`config.mk`:
```
export PLATFORM = sky130hd
export DESIGN_NAME = dot_driver_top
export DESIGN_NICKNAME = d
export VERILOG_FILES = /design/src/rtl/dot_driver_pkg.sv /design/src/rtl/dot_driver_top.sv /design/src/rtl/driver_core.sv /design/src/rtl/update_controller.sv /design/src/rtl/spi_frame_receiver.sv
export SDC_FILE = /design/constraint.sdc
export NUM_CORES = 2
export LEC_CHECK = 0
export BUFFER_PORTS_ARGS = -buffer_cell sky130_fd_sc_hd__buf_2
export CORE_ASPECT_RATIO = 1.5
export CORE_MARGIN = 3
export CORE_UTILIZATION = 58
export DETAILED_ROUTE_END_ITERATION = 16
export PLACE_DENSITY_LB_ADDON = 0.08
export REMOVE_ABC_BUFFERS = 1
export SETUP_SLACK_MARGIN = 0.05
export SKIP_LAST_GASP = 1
export SYNTH_ARGS = -nofsm -noshare
export SYNTH_HDL_FRONTEND = slang
export SYNTH_SLANG_ARGS = --single-unit
export TNS_END_PERCENT = 100
```
`constraint.sdc`:
```
create_clock -name user_clock2_i -period 2.35 [get_ports user_clock2_i]
set_input_delay 0.1175 -clock user_clock2_i [delete_from_list [all_inputs] [get_ports user_clock2_i]]
set_output_delay 0.1175 -clock user_clock2_i [all_outputs]
set_load 0.01 [all_outputs]
```
`src/rtl/dot_driver_pkg.sv`:
```
package dot_driver_pkg;

  // frame and field widths
  localparam int FRAME_BITS   = 12;
  localparam int DRV_IDX_BITS = 3;
  localparam int ADDR_BITS    = 6;
  localparam int DOT_BITS     = 2;

  typedef logic [ADDR_BITS-1:0]    mem_addr_t;
  typedef logic [DOT_BITS-1:0]     dot_data_t;
  typedef logic [DRV_IDX_BITS-1:0] drv_idx_t;
  typedef logic [FRAME_BITS-1:0]   frame_t;

  // top bit of every frame
  typedef enum logic {
    WR_PATTERN = 1'b0,
    WR_CONFIG  = 1'b1
  } wr_cmd_e;

  typedef struct packed {
    wr_cmd_e   cmd;
    drv_idx_t  idx;
    mem_addr_t addr;
    dot_data_t data;
  } mem_write_t;

  // broadcast to every driver core
  typedef struct packed {
    logic      active;
    logic      bank;
    mem_addr_t addr;
  } scan_t;

  typedef enum logic {
    SEQ_IDLE,
    SEQ_SCAN
  } seq_state_e;

  // frame layout, msb first: cmd, idx, addr, data
  function automatic mem_write_t frame_to_write(frame_t frame);
    mem_write_t wr;
    wr.cmd  = wr_cmd_e'(frame[FRAME_BITS-1]);
    wr.idx  = frame[FRAME_BITS-2 -: DRV_IDX_BITS];
    wr.addr = frame[FRAME_BITS-2-DRV_IDX_BITS -: ADDR_BITS];
    wr.data = frame[DOT_BITS-1:0];
    return wr;
  endfunction

endpackage
```
`src/rtl/dot_driver_top.sv`:
```
`timescale 1ns/1ps
`default_nettype none

module dot_driver_top #(
  parameter int NUM_OF_DRIVERS = 8,
  parameter int MEM_LENGTH     = 48
) (
  input  logic                      user_clock2_i,
  input  logic                      arst_n_i,
  input  logic                      sclk_i,
  input  logic                      mosi_i,
  input  logic                      ss_n_i,
  input  logic                      latch_data_i,
  input  logic                      control_trigger_i,
  output dot_driver_pkg::dot_data_t driver_io_o [NUM_OF_DRIVERS],
  output logic                      update_done_o
);

  import dot_driver_pkg::*;

  logic                      wr_valid;
  mem_write_t                rx_wr;
  mem_write_t                core_wr;
  logic [NUM_OF_DRIVERS-1:0] core_we;
  scan_t                     scan;

  spi_frame_receiver u_spi_rx (
    .user_clock2_i (user_clock2_i),
    .arst_n_i      (arst_n_i),
    .sclk_i        (sclk_i),
    .mosi_i        (mosi_i),
    .ss_n_i        (ss_n_i),
    .wr_valid_o    (wr_valid),
    .wr_o          (rx_wr)
  );

  update_controller #(
    .NUM_OF_DRIVERS (NUM_OF_DRIVERS),
    .MEM_LENGTH     (MEM_LENGTH)
  ) u_ctrl (
    .user_clock2_i     (user_clock2_i),
    .arst_n_i          (arst_n_i),
    .wr_valid_i        (wr_valid),
    .wr_i              (rx_wr),
    .latch_data_i      (latch_data_i),
    .control_trigger_i (control_trigger_i),
    .core_we_o         (core_we),
    .wr_o              (core_wr),
    .scan_o            (scan),
    .update_done_o     (update_done_o)
  );

  // one core per pin pair, all on the same scan bus
  for (genvar i = 0; i < NUM_OF_DRIVERS; i++) begin : g_core
    driver_core #(
      .MEM_LENGTH (MEM_LENGTH)
    ) u_core (
      .user_clock2_i (user_clock2_i),
      .arst_n_i      (arst_n_i),
      .we_i          (core_we[i]),
      .wr_i          (core_wr),
      .scan_i        (scan),
      .driver_io_o   (driver_io_o[i])
    );
  end

endmodule

`default_nettype wire

```
`src/rtl/driver_core.sv`:
```
`timescale 1ns/1ps
`default_nettype none

module driver_core #(
  parameter int MEM_LENGTH = 48
) (
  input  logic                       user_clock2_i,
  input  logic                       arst_n_i,
  input  logic                       we_i,
  input  dot_driver_pkg::mem_write_t wr_i,
  input  dot_driver_pkg::scan_t      scan_i,
  output dot_driver_pkg::dot_data_t  driver_io_o
);

  import dot_driver_pkg::*;

  localparam mem_addr_t LAST_ADDR = mem_addr_t'(MEM_LENGTH - 1);

  // bank 0 and bank 1 pattern memories
  dot_data_t mem_q [2][MEM_LENGTH];
  logic      invert_q;
  logic      wr_bank;
  logic      pattern_we;
  dot_data_t rd_data;

  // writes go to the bank that is not being played
  assign wr_bank    = ~scan_i.bank;
  assign pattern_we = we_i && (wr_i.cmd == WR_PATTERN) && (wr_i.addr <= LAST_ADDR);
  assign rd_data    = mem_q[scan_i.bank][scan_i.addr];

  always_ff @(posedge user_clock2_i or negedge arst_n_i) begin
    if (!arst_n_i) begin
      for (int b = 0; b < 2; b++) begin
        for (int a = 0; a < MEM_LENGTH; a++) begin
          mem_q[b][a] <= '0;
        end
      end
    end else if (pattern_we) begin
      mem_q[wr_bank][wr_i.addr] <= wr_i.data;
    end
  end

  // config frame, only data bit 0 counts
  always_ff @(posedge user_clock2_i or negedge arst_n_i) begin
    if (!arst_n_i) begin
      invert_q <= 1'b0;
    end else if (we_i && (wr_i.cmd == WR_CONFIG)) begin
      invert_q <= wr_i.data[0];
    end
  end

  always_ff @(posedge user_clock2_i or negedge arst_n_i) begin
    if (!arst_n_i) begin
      driver_io_o <= '0;
    end else if (scan_i.active) begin
      driver_io_o <= invert_q ? ~rd_data : rd_data;
    end else begin
      driver_io_o <= '0;
    end
  end

endmodule

`default_nettype wire

```
`src/rtl/update_controller.sv`:
```
`timescale 1ns/1ps
`default_nettype none

module update_controller #(
  parameter int NUM_OF_DRIVERS = 8,
  parameter int MEM_LENGTH     = 48
) (
  input  logic                       user_clock2_i,
  input  logic                       arst_n_i,
  input  logic                       wr_valid_i,
  input  dot_driver_pkg::mem_write_t wr_i,
  input  logic                       latch_data_i,
  input  logic                       control_trigger_i,
  output logic [NUM_OF_DRIVERS-1:0]  core_we_o,
  output dot_driver_pkg::mem_write_t wr_o,
  output dot_driver_pkg::scan_t      scan_o,
  output logic                       update_done_o
);

  import dot_driver_pkg::*;

  localparam mem_addr_t LAST_ADDR = mem_addr_t'(MEM_LENGTH - 1);

  logic [NUM_OF_DRIVERS-1:0] core_we_d;
  logic                      bank_q;
  logic                      done_q;
  logic                      start;
  seq_state_e                state_q;
  mem_addr_t                 addr_q;

  // one-hot core select, idx out of range selects nothing
  always_comb begin
    core_we_d = '0;
    for (int i = 0; i < NUM_OF_DRIVERS; i++) begin
      core_we_d[i] = wr_valid_i && (wr_i.idx == drv_idx_t'(i));
    end
  end

  always_ff @(posedge user_clock2_i or negedge arst_n_i) begin
    if (!arst_n_i) begin
      core_we_o <= '0;
    end else begin
      core_we_o <= core_we_d;
    end
  end

  always_ff @(posedge user_clock2_i) begin
    if (wr_valid_i) begin
      wr_o <= wr_i;
    end
  end

  // latch swaps banks only between scans
  always_ff @(posedge user_clock2_i or negedge arst_n_i) begin
    if (!arst_n_i) begin
      bank_q <= 1'b0;
    end else if (latch_data_i && (state_q == SEQ_IDLE)) begin
      bank_q <= ~bank_q;
    end
  end

  // no restart in the cycle that reports completion
  assign start = control_trigger_i && (state_q == SEQ_IDLE) && !done_q;

  always_ff @(posedge user_clock2_i or negedge arst_n_i) begin
    if (!arst_n_i) begin
      state_q <= SEQ_IDLE;
      addr_q  <= '0;
      done_q  <= 1'b0;
    end else begin
      done_q <= 1'b0;
      case (state_q)
        SEQ_IDLE: begin
          if (start) begin
            state_q <= SEQ_SCAN;
            addr_q  <= '0;
          end
        end
        SEQ_SCAN: begin
          if (addr_q == LAST_ADDR) begin
            state_q <= SEQ_IDLE;
            addr_q  <= '0;
            done_q  <= 1'b1;
          end else begin
            addr_q <= addr_q + 1'b1;
          end
        end
        default: state_q <= SEQ_IDLE;
      endcase
    end
  end

  assign scan_o.active = (state_q == SEQ_SCAN);
  assign scan_o.bank   = bank_q;
  assign scan_o.addr   = addr_q;
  assign update_done_o = done_q;

endmodule

`default_nettype wire

```
`src/rtl/spi_frame_receiver.sv`:
```
`timescale 1ns/1ps
`default_nettype none

module spi_frame_receiver (
  input  logic                       user_clock2_i,
  input  logic                       arst_n_i,
  input  logic                       sclk_i,
  input  logic                       mosi_i,
  input  logic                       ss_n_i,
  output logic                       wr_valid_o,
  output dot_driver_pkg::mem_write_t wr_o
);

  import dot_driver_pkg::*;

  localparam int CNT_BITS = $clog2(FRAME_BITS);
  localparam logic [CNT_BITS-1:0] LAST_BIT = CNT_BITS'(FRAME_BITS - 1);

  // sclk has one extra stage for the edge detector
  logic [2:0]            sclk_sync_q;
  logic [1:0]            mosi_sync_q;
  logic [1:0]            ss_n_sync_q;
  logic                  sclk_rise;
  logic                  frame_done;
  logic [CNT_BITS-1:0]   bit_cnt_q;
  logic [FRAME_BITS-2:0] shift_q;
  frame_t                frame;

  // two-flop synchronizers, idle levels on reset
  always_ff @(posedge user_clock2_i or negedge arst_n_i) begin
    if (!arst_n_i) begin
      sclk_sync_q <= '0;
      mosi_sync_q <= '0;
      ss_n_sync_q <= '1;
    end else begin
      sclk_sync_q <= {sclk_sync_q[1:0], sclk_i};
      mosi_sync_q <= {mosi_sync_q[0], mosi_i};
      ss_n_sync_q <= {ss_n_sync_q[0], ss_n_i};
    end
  end

  // mosi_sync_q[1] has the same age as sclk_sync_q[1]
  assign sclk_rise  = sclk_sync_q[1] && !sclk_sync_q[2];
  assign frame_done = sclk_rise && !ss_n_sync_q[1] && (bit_cnt_q == LAST_BIT);
  assign frame      = {shift_q, mosi_sync_q[1]};

  always_ff @(posedge user_clock2_i or negedge arst_n_i) begin
    if (!arst_n_i) begin
      bit_cnt_q <= '0;
      shift_q   <= '0;
    end else if (ss_n_sync_q[1]) begin
      // deselected, so a partial frame is dropped
      bit_cnt_q <= '0;
      shift_q   <= '0;
    end else if (sclk_rise) begin
      shift_q <= frame[FRAME_BITS-2:0];
      if (bit_cnt_q == LAST_BIT) begin
        bit_cnt_q <= '0;
      end else begin
        bit_cnt_q <= bit_cnt_q + 1'b1;
      end
    end
  end

  always_ff @(posedge user_clock2_i or negedge arst_n_i) begin
    if (!arst_n_i) begin
      wr_valid_o <= 1'b0;
    end else begin
      wr_valid_o <= frame_done;
    end
  end

  // request payload, qualified by wr_valid_o
  always_ff @(posedge user_clock2_i) begin
    if (frame_done) begin
      wr_o <= frame_to_write(frame);
    end
  end

endmodule

`default_nettype wire

```
==> impl_metrics.csv <==
group,metric,value,unit
run_status,status,"finished, violations left",
run_status,violations,"setup timing",
finish,drive_gt1_share,49.5,%
critical_path,crit_arrival,3.31,ns
timing,fmax,0.383,GHz
finish,final_cell_area,0.0896,sq mm
clock_tree,cts_buffer_depth,3,
placed_design,globalplace.congestion,0.878,
die,io_pins,24,
placed_design,port_buffers,23,
global_routing,grt_pass1_vias,51600,
logic_synthesis,synthTopCellsByCount,"dfrtp_1 (1,598), mux2_2 (1,490), nand2_1 (926)",
drt,first_pass_iters,5,
timing,layout_setup_ws,-0.264,ns
critical_path,crit_required,3.05,ns
logic_synthesis,ys_async_sr_fraction,98.7,%
logic_synthesis,ys_types,51,
worst_hold_path,hold_depth,2,
logic_synthesis,synth_edf_count,21,
logic_synthesis,synth-seq-cells,1621,
timing,tns,-3.34,ns
drt,first_iter_violations,3313,
logic_synthesis,yosysTopAreaCell,"dfrtp_1",
critical_path,cp_common_cell,"buf_4",
die,start_util,58.8,%
die,core_area,0.129,sq mm
logic_synthesis,yosysSeqAreaShare,53.7,%
logic_synthesis,synth_top_family_by_area,"multiplexers",
power,p_leak,42.7,nW
timing,tightest_slew,0.960,ns
logic_synthesis,yosys-top-cells-area,"dfrtp_1 (53%), mux2_2 (22%), mux4_2 (11%), nand2_1 (4.6%), mux2i_1 (2.1%)",
clock_tree,cts_tree,"built",
flow_run,maxCapViolCount,0,
critical_path,endpoint_kind,"flip-flop",
logic_synthesis,synth_ff_type,"dfrtp_1",
logic_synthesis,synth.mux.area_fraction,36.0,%
drt,wl_per_cell,27.0,um
finish,area_growth,18.3,%
worst_hold_path,min_from,"ss_n_i",
global_routing,grt_use_total,30.7,%
critical_path,cpMaxStageDelayCell,"dfrtp_4",
placed_design,post-place-ws,-0.516,ns
power,irDropWorstVdd,1070,uV
logic_synthesis,synth_compound_area_share,1.59,%
global_routing,grt_pass1_wl,314000,um
critical_path,path_buf_inv,6,
worst_hold_path,hold_path_class,"input port to flip-flop",
critical_path,crit_type,"flip-flop to flip-flop",
die,row_count,161,
critical_path,critical_path.top_delay_family,"buffers and inverters",
clock_tree,insertion_delay,0.80,ns
clock_tree,path_clk_slew,0.06,ns
global_routing,grt_max_degree,112,
timing,hold_violations,0,
logic_synthesis,yosys.area_share.simple,6.15,%
global_routing,overflow,0,
clock_tree,cts_sinks,1621,
logic_synthesis,synthAdderAreaFrac,0.0330,%
critical_path,max_stage_delay,0.52,ns
drt,drcViolationCount,0,
drt,drt_wl_total,206000,um
logic_synthesis,yosysMostFrequentCell,"dfrtp_1",
critical_path,start_kind,"flip-flop",
timing,finClkSkew,0.0230,ns
timing,slew_viol_final,0,
critical_path,path_cells,"buf_12 > buf_16 > buf_12 > buf_4 > mux4_2 > mux2i_1 > a221oi_2 > buf_4 > nand2_1 > buf_4 > nand3_2 > mux2i_1",
die,die_h,449,um
placed_design,hpwl,136000,um
timing,setup_viol,16,
timing,min_period_over_period,111,%
power,p_per_area,846,mW/mm^2
logic_synthesis,netlist_instances,5442,
power,power,0.0758,W
logic_synthesis,syn_avg_cell_area,13.9,sq um
drt,viasPerCell,6.24,
critical_path,r2r_slack,-0.26,ns
logic_synthesis,ys_warn_count,0,
clock_tree,numCtsBuffers,154,
critical_path,cp_max_fo,7,
critical_path,reg2reg_depth,12,
drt,vias,47600,
critical_path,rr_endpoint,"g_core[0].u_core.driver_io_o[1]",
logic_synthesis,synth_xor_area_share,0.0116,%
global_routing,antenna_found_initial,4,
worst_hold_path,hold_end,"u_spi_rx.ss_n_sync_q[0]",
die,die_x,301,um
logic_synthesis,syn_area,0.0758,sq mm
clock_tree,cts-root-buf,"clkbuf_16",
critical_path,reg2reg_from,"u_ctrl.addr_q[0]",
logic_synthesis,synth_top_area_share,52.8,%
drt,drt.antenna.violating_nets,0,
die,fp.dieArea,0.135,sq mm
timing,fin_crit,2.61,ns
timing,rsz0062_at_grt,"true",
timing,relSlewSlack,35.9,%
clock_tree,htreeDepth,4,
finish,nNetsFinal,5801,
placed_design,place_area,0.0818,sq mm
## where the power goes
part / switching, W / internal, W
combinational: 0.0114 / 0.00983
clock: 0.0109 / 0.0151
sequential: 0.000296 / 0.0282
## stage by stage
step,hold WS [ns],util (%),instances
floorplan,-0.178,-,5027
global placement,0.0810,63.4,7276
detailed placement,0.0864,63.4,7276
CTS,0.0135,68.5,7591
global route,0.0291,69.5,7631
finish,0.0469,69.5,7632
## flip-flops by register name (all words and copies together) (netlist names)
name                       cells
g_core.u_core.driver_io_o     16
u_ctrl.update_done_o           1
u_spi_rx.wr_valid_o            1
u_spi_rx.mosi_sync_q           2
u_spi_rx.ss_n_sync_q           2
g_core.u_core.mem_q         1536
u_spi_rx.shift_q              11
u_ctrl.bank_q                  1
u_spi_rx.bit_cnt_q             4
u_spi_rx.sclk_sync_q           3
u_ctrl.addr_q                  6
u_spi_rx.wr_o                 12
u_ctrl.state_q                 1
u_ctrl.core_we_o               8
g_core.u_core.invert_q         8
u_ctrl.wr_o                    9
## cell usage in the layout (no fill, tap or decap), types with 22 or more instances in the layout
cell type,n
a22oi_2,25
mux4_2,368
buf_4,370
clkbuf_1,39
nor2_2,33
nand2_1,900
buf_12,142
mux2_2,1490
clkbuf_8,32
mux2i_1,140
nand3_1,34
a22oi_1,22
clkbuf_16,172
clkinv_2,25
mux2_1,55
buf_2,22
buf_6,37
dfrtp_1,1595
nor2_1,82
## repair_timing
action                     in CTS  in global routing
buffers inserted               17                 30
setup endpoints to repair    1223                735
pin swaps                      13                 41
gates cloned                    9                 12
hold endpoints to repair     1609                  0
gates resized for setup       170                136
hold buffers                    7                  0
## metal layers
| metal | GRT usage, % | routed length, um |
|---|---|---|
| met4 | 13.3 | 9700 |
| met5 | 0 | 15 |
| met2 | 52.3 | 106000 |
| met1 | 39.1 | 81500 |
| met3 | 4.41 | 9540 |
## worst max-delay path by stage
stage,cells after the start,start,to
2_1_floorplan,5,u_ctrl.addr_q[0],g_core[0].u_core.driver_io_o[0]
3_3_place_gp,9,u_ctrl.addr_q[0],g_core[3].u_core.driver_io_o[1]
3_5_place_dp,9,u_ctrl.addr_q[0],g_core[3].u_core.driver_io_o[1]
4_1_cts,9,u_ctrl.addr_q[0],g_core[6].u_core.driver_io_o[0]
5_1_grt,9,u_ctrl.addr_q[0],g_core[4].u_core.driver_io_o[1]
6_report,12,u_ctrl.addr_q[0],g_core[0].u_core.driver_io_o[1]
## area by class of cell
| class | count | area, sq um |
|---|---|---|
| Fill cell | 8981 | 39300 |
| Clock inverter | 52 | 646 |
| Sequential cell | 1621 | 40700 |
| Inverter | 5 | 31.3 |
| Antenna cell | 1 | 2.50 |
| Tap cell | 1711 | 2140 |
| Multi-Input combinational cell | 3401 | 34500 |
| Clock buffer | 232 | 4620 |
| Timing Repair Buffer | 609 | 7040 |
## cell families (layout without fill, tap and decap cells)
family,count (synthesis),after routing
AOI/OAI and AO/OA,157,157
xor gates and xnor gates,1,1
adders and majority gates,2,2
buffers and inverters,420,898
DFF,1621,1621
muxes,2075,2075
other,0,1
and+or+nand+nor,1166,1166
(Power assumes the default switching activity.)
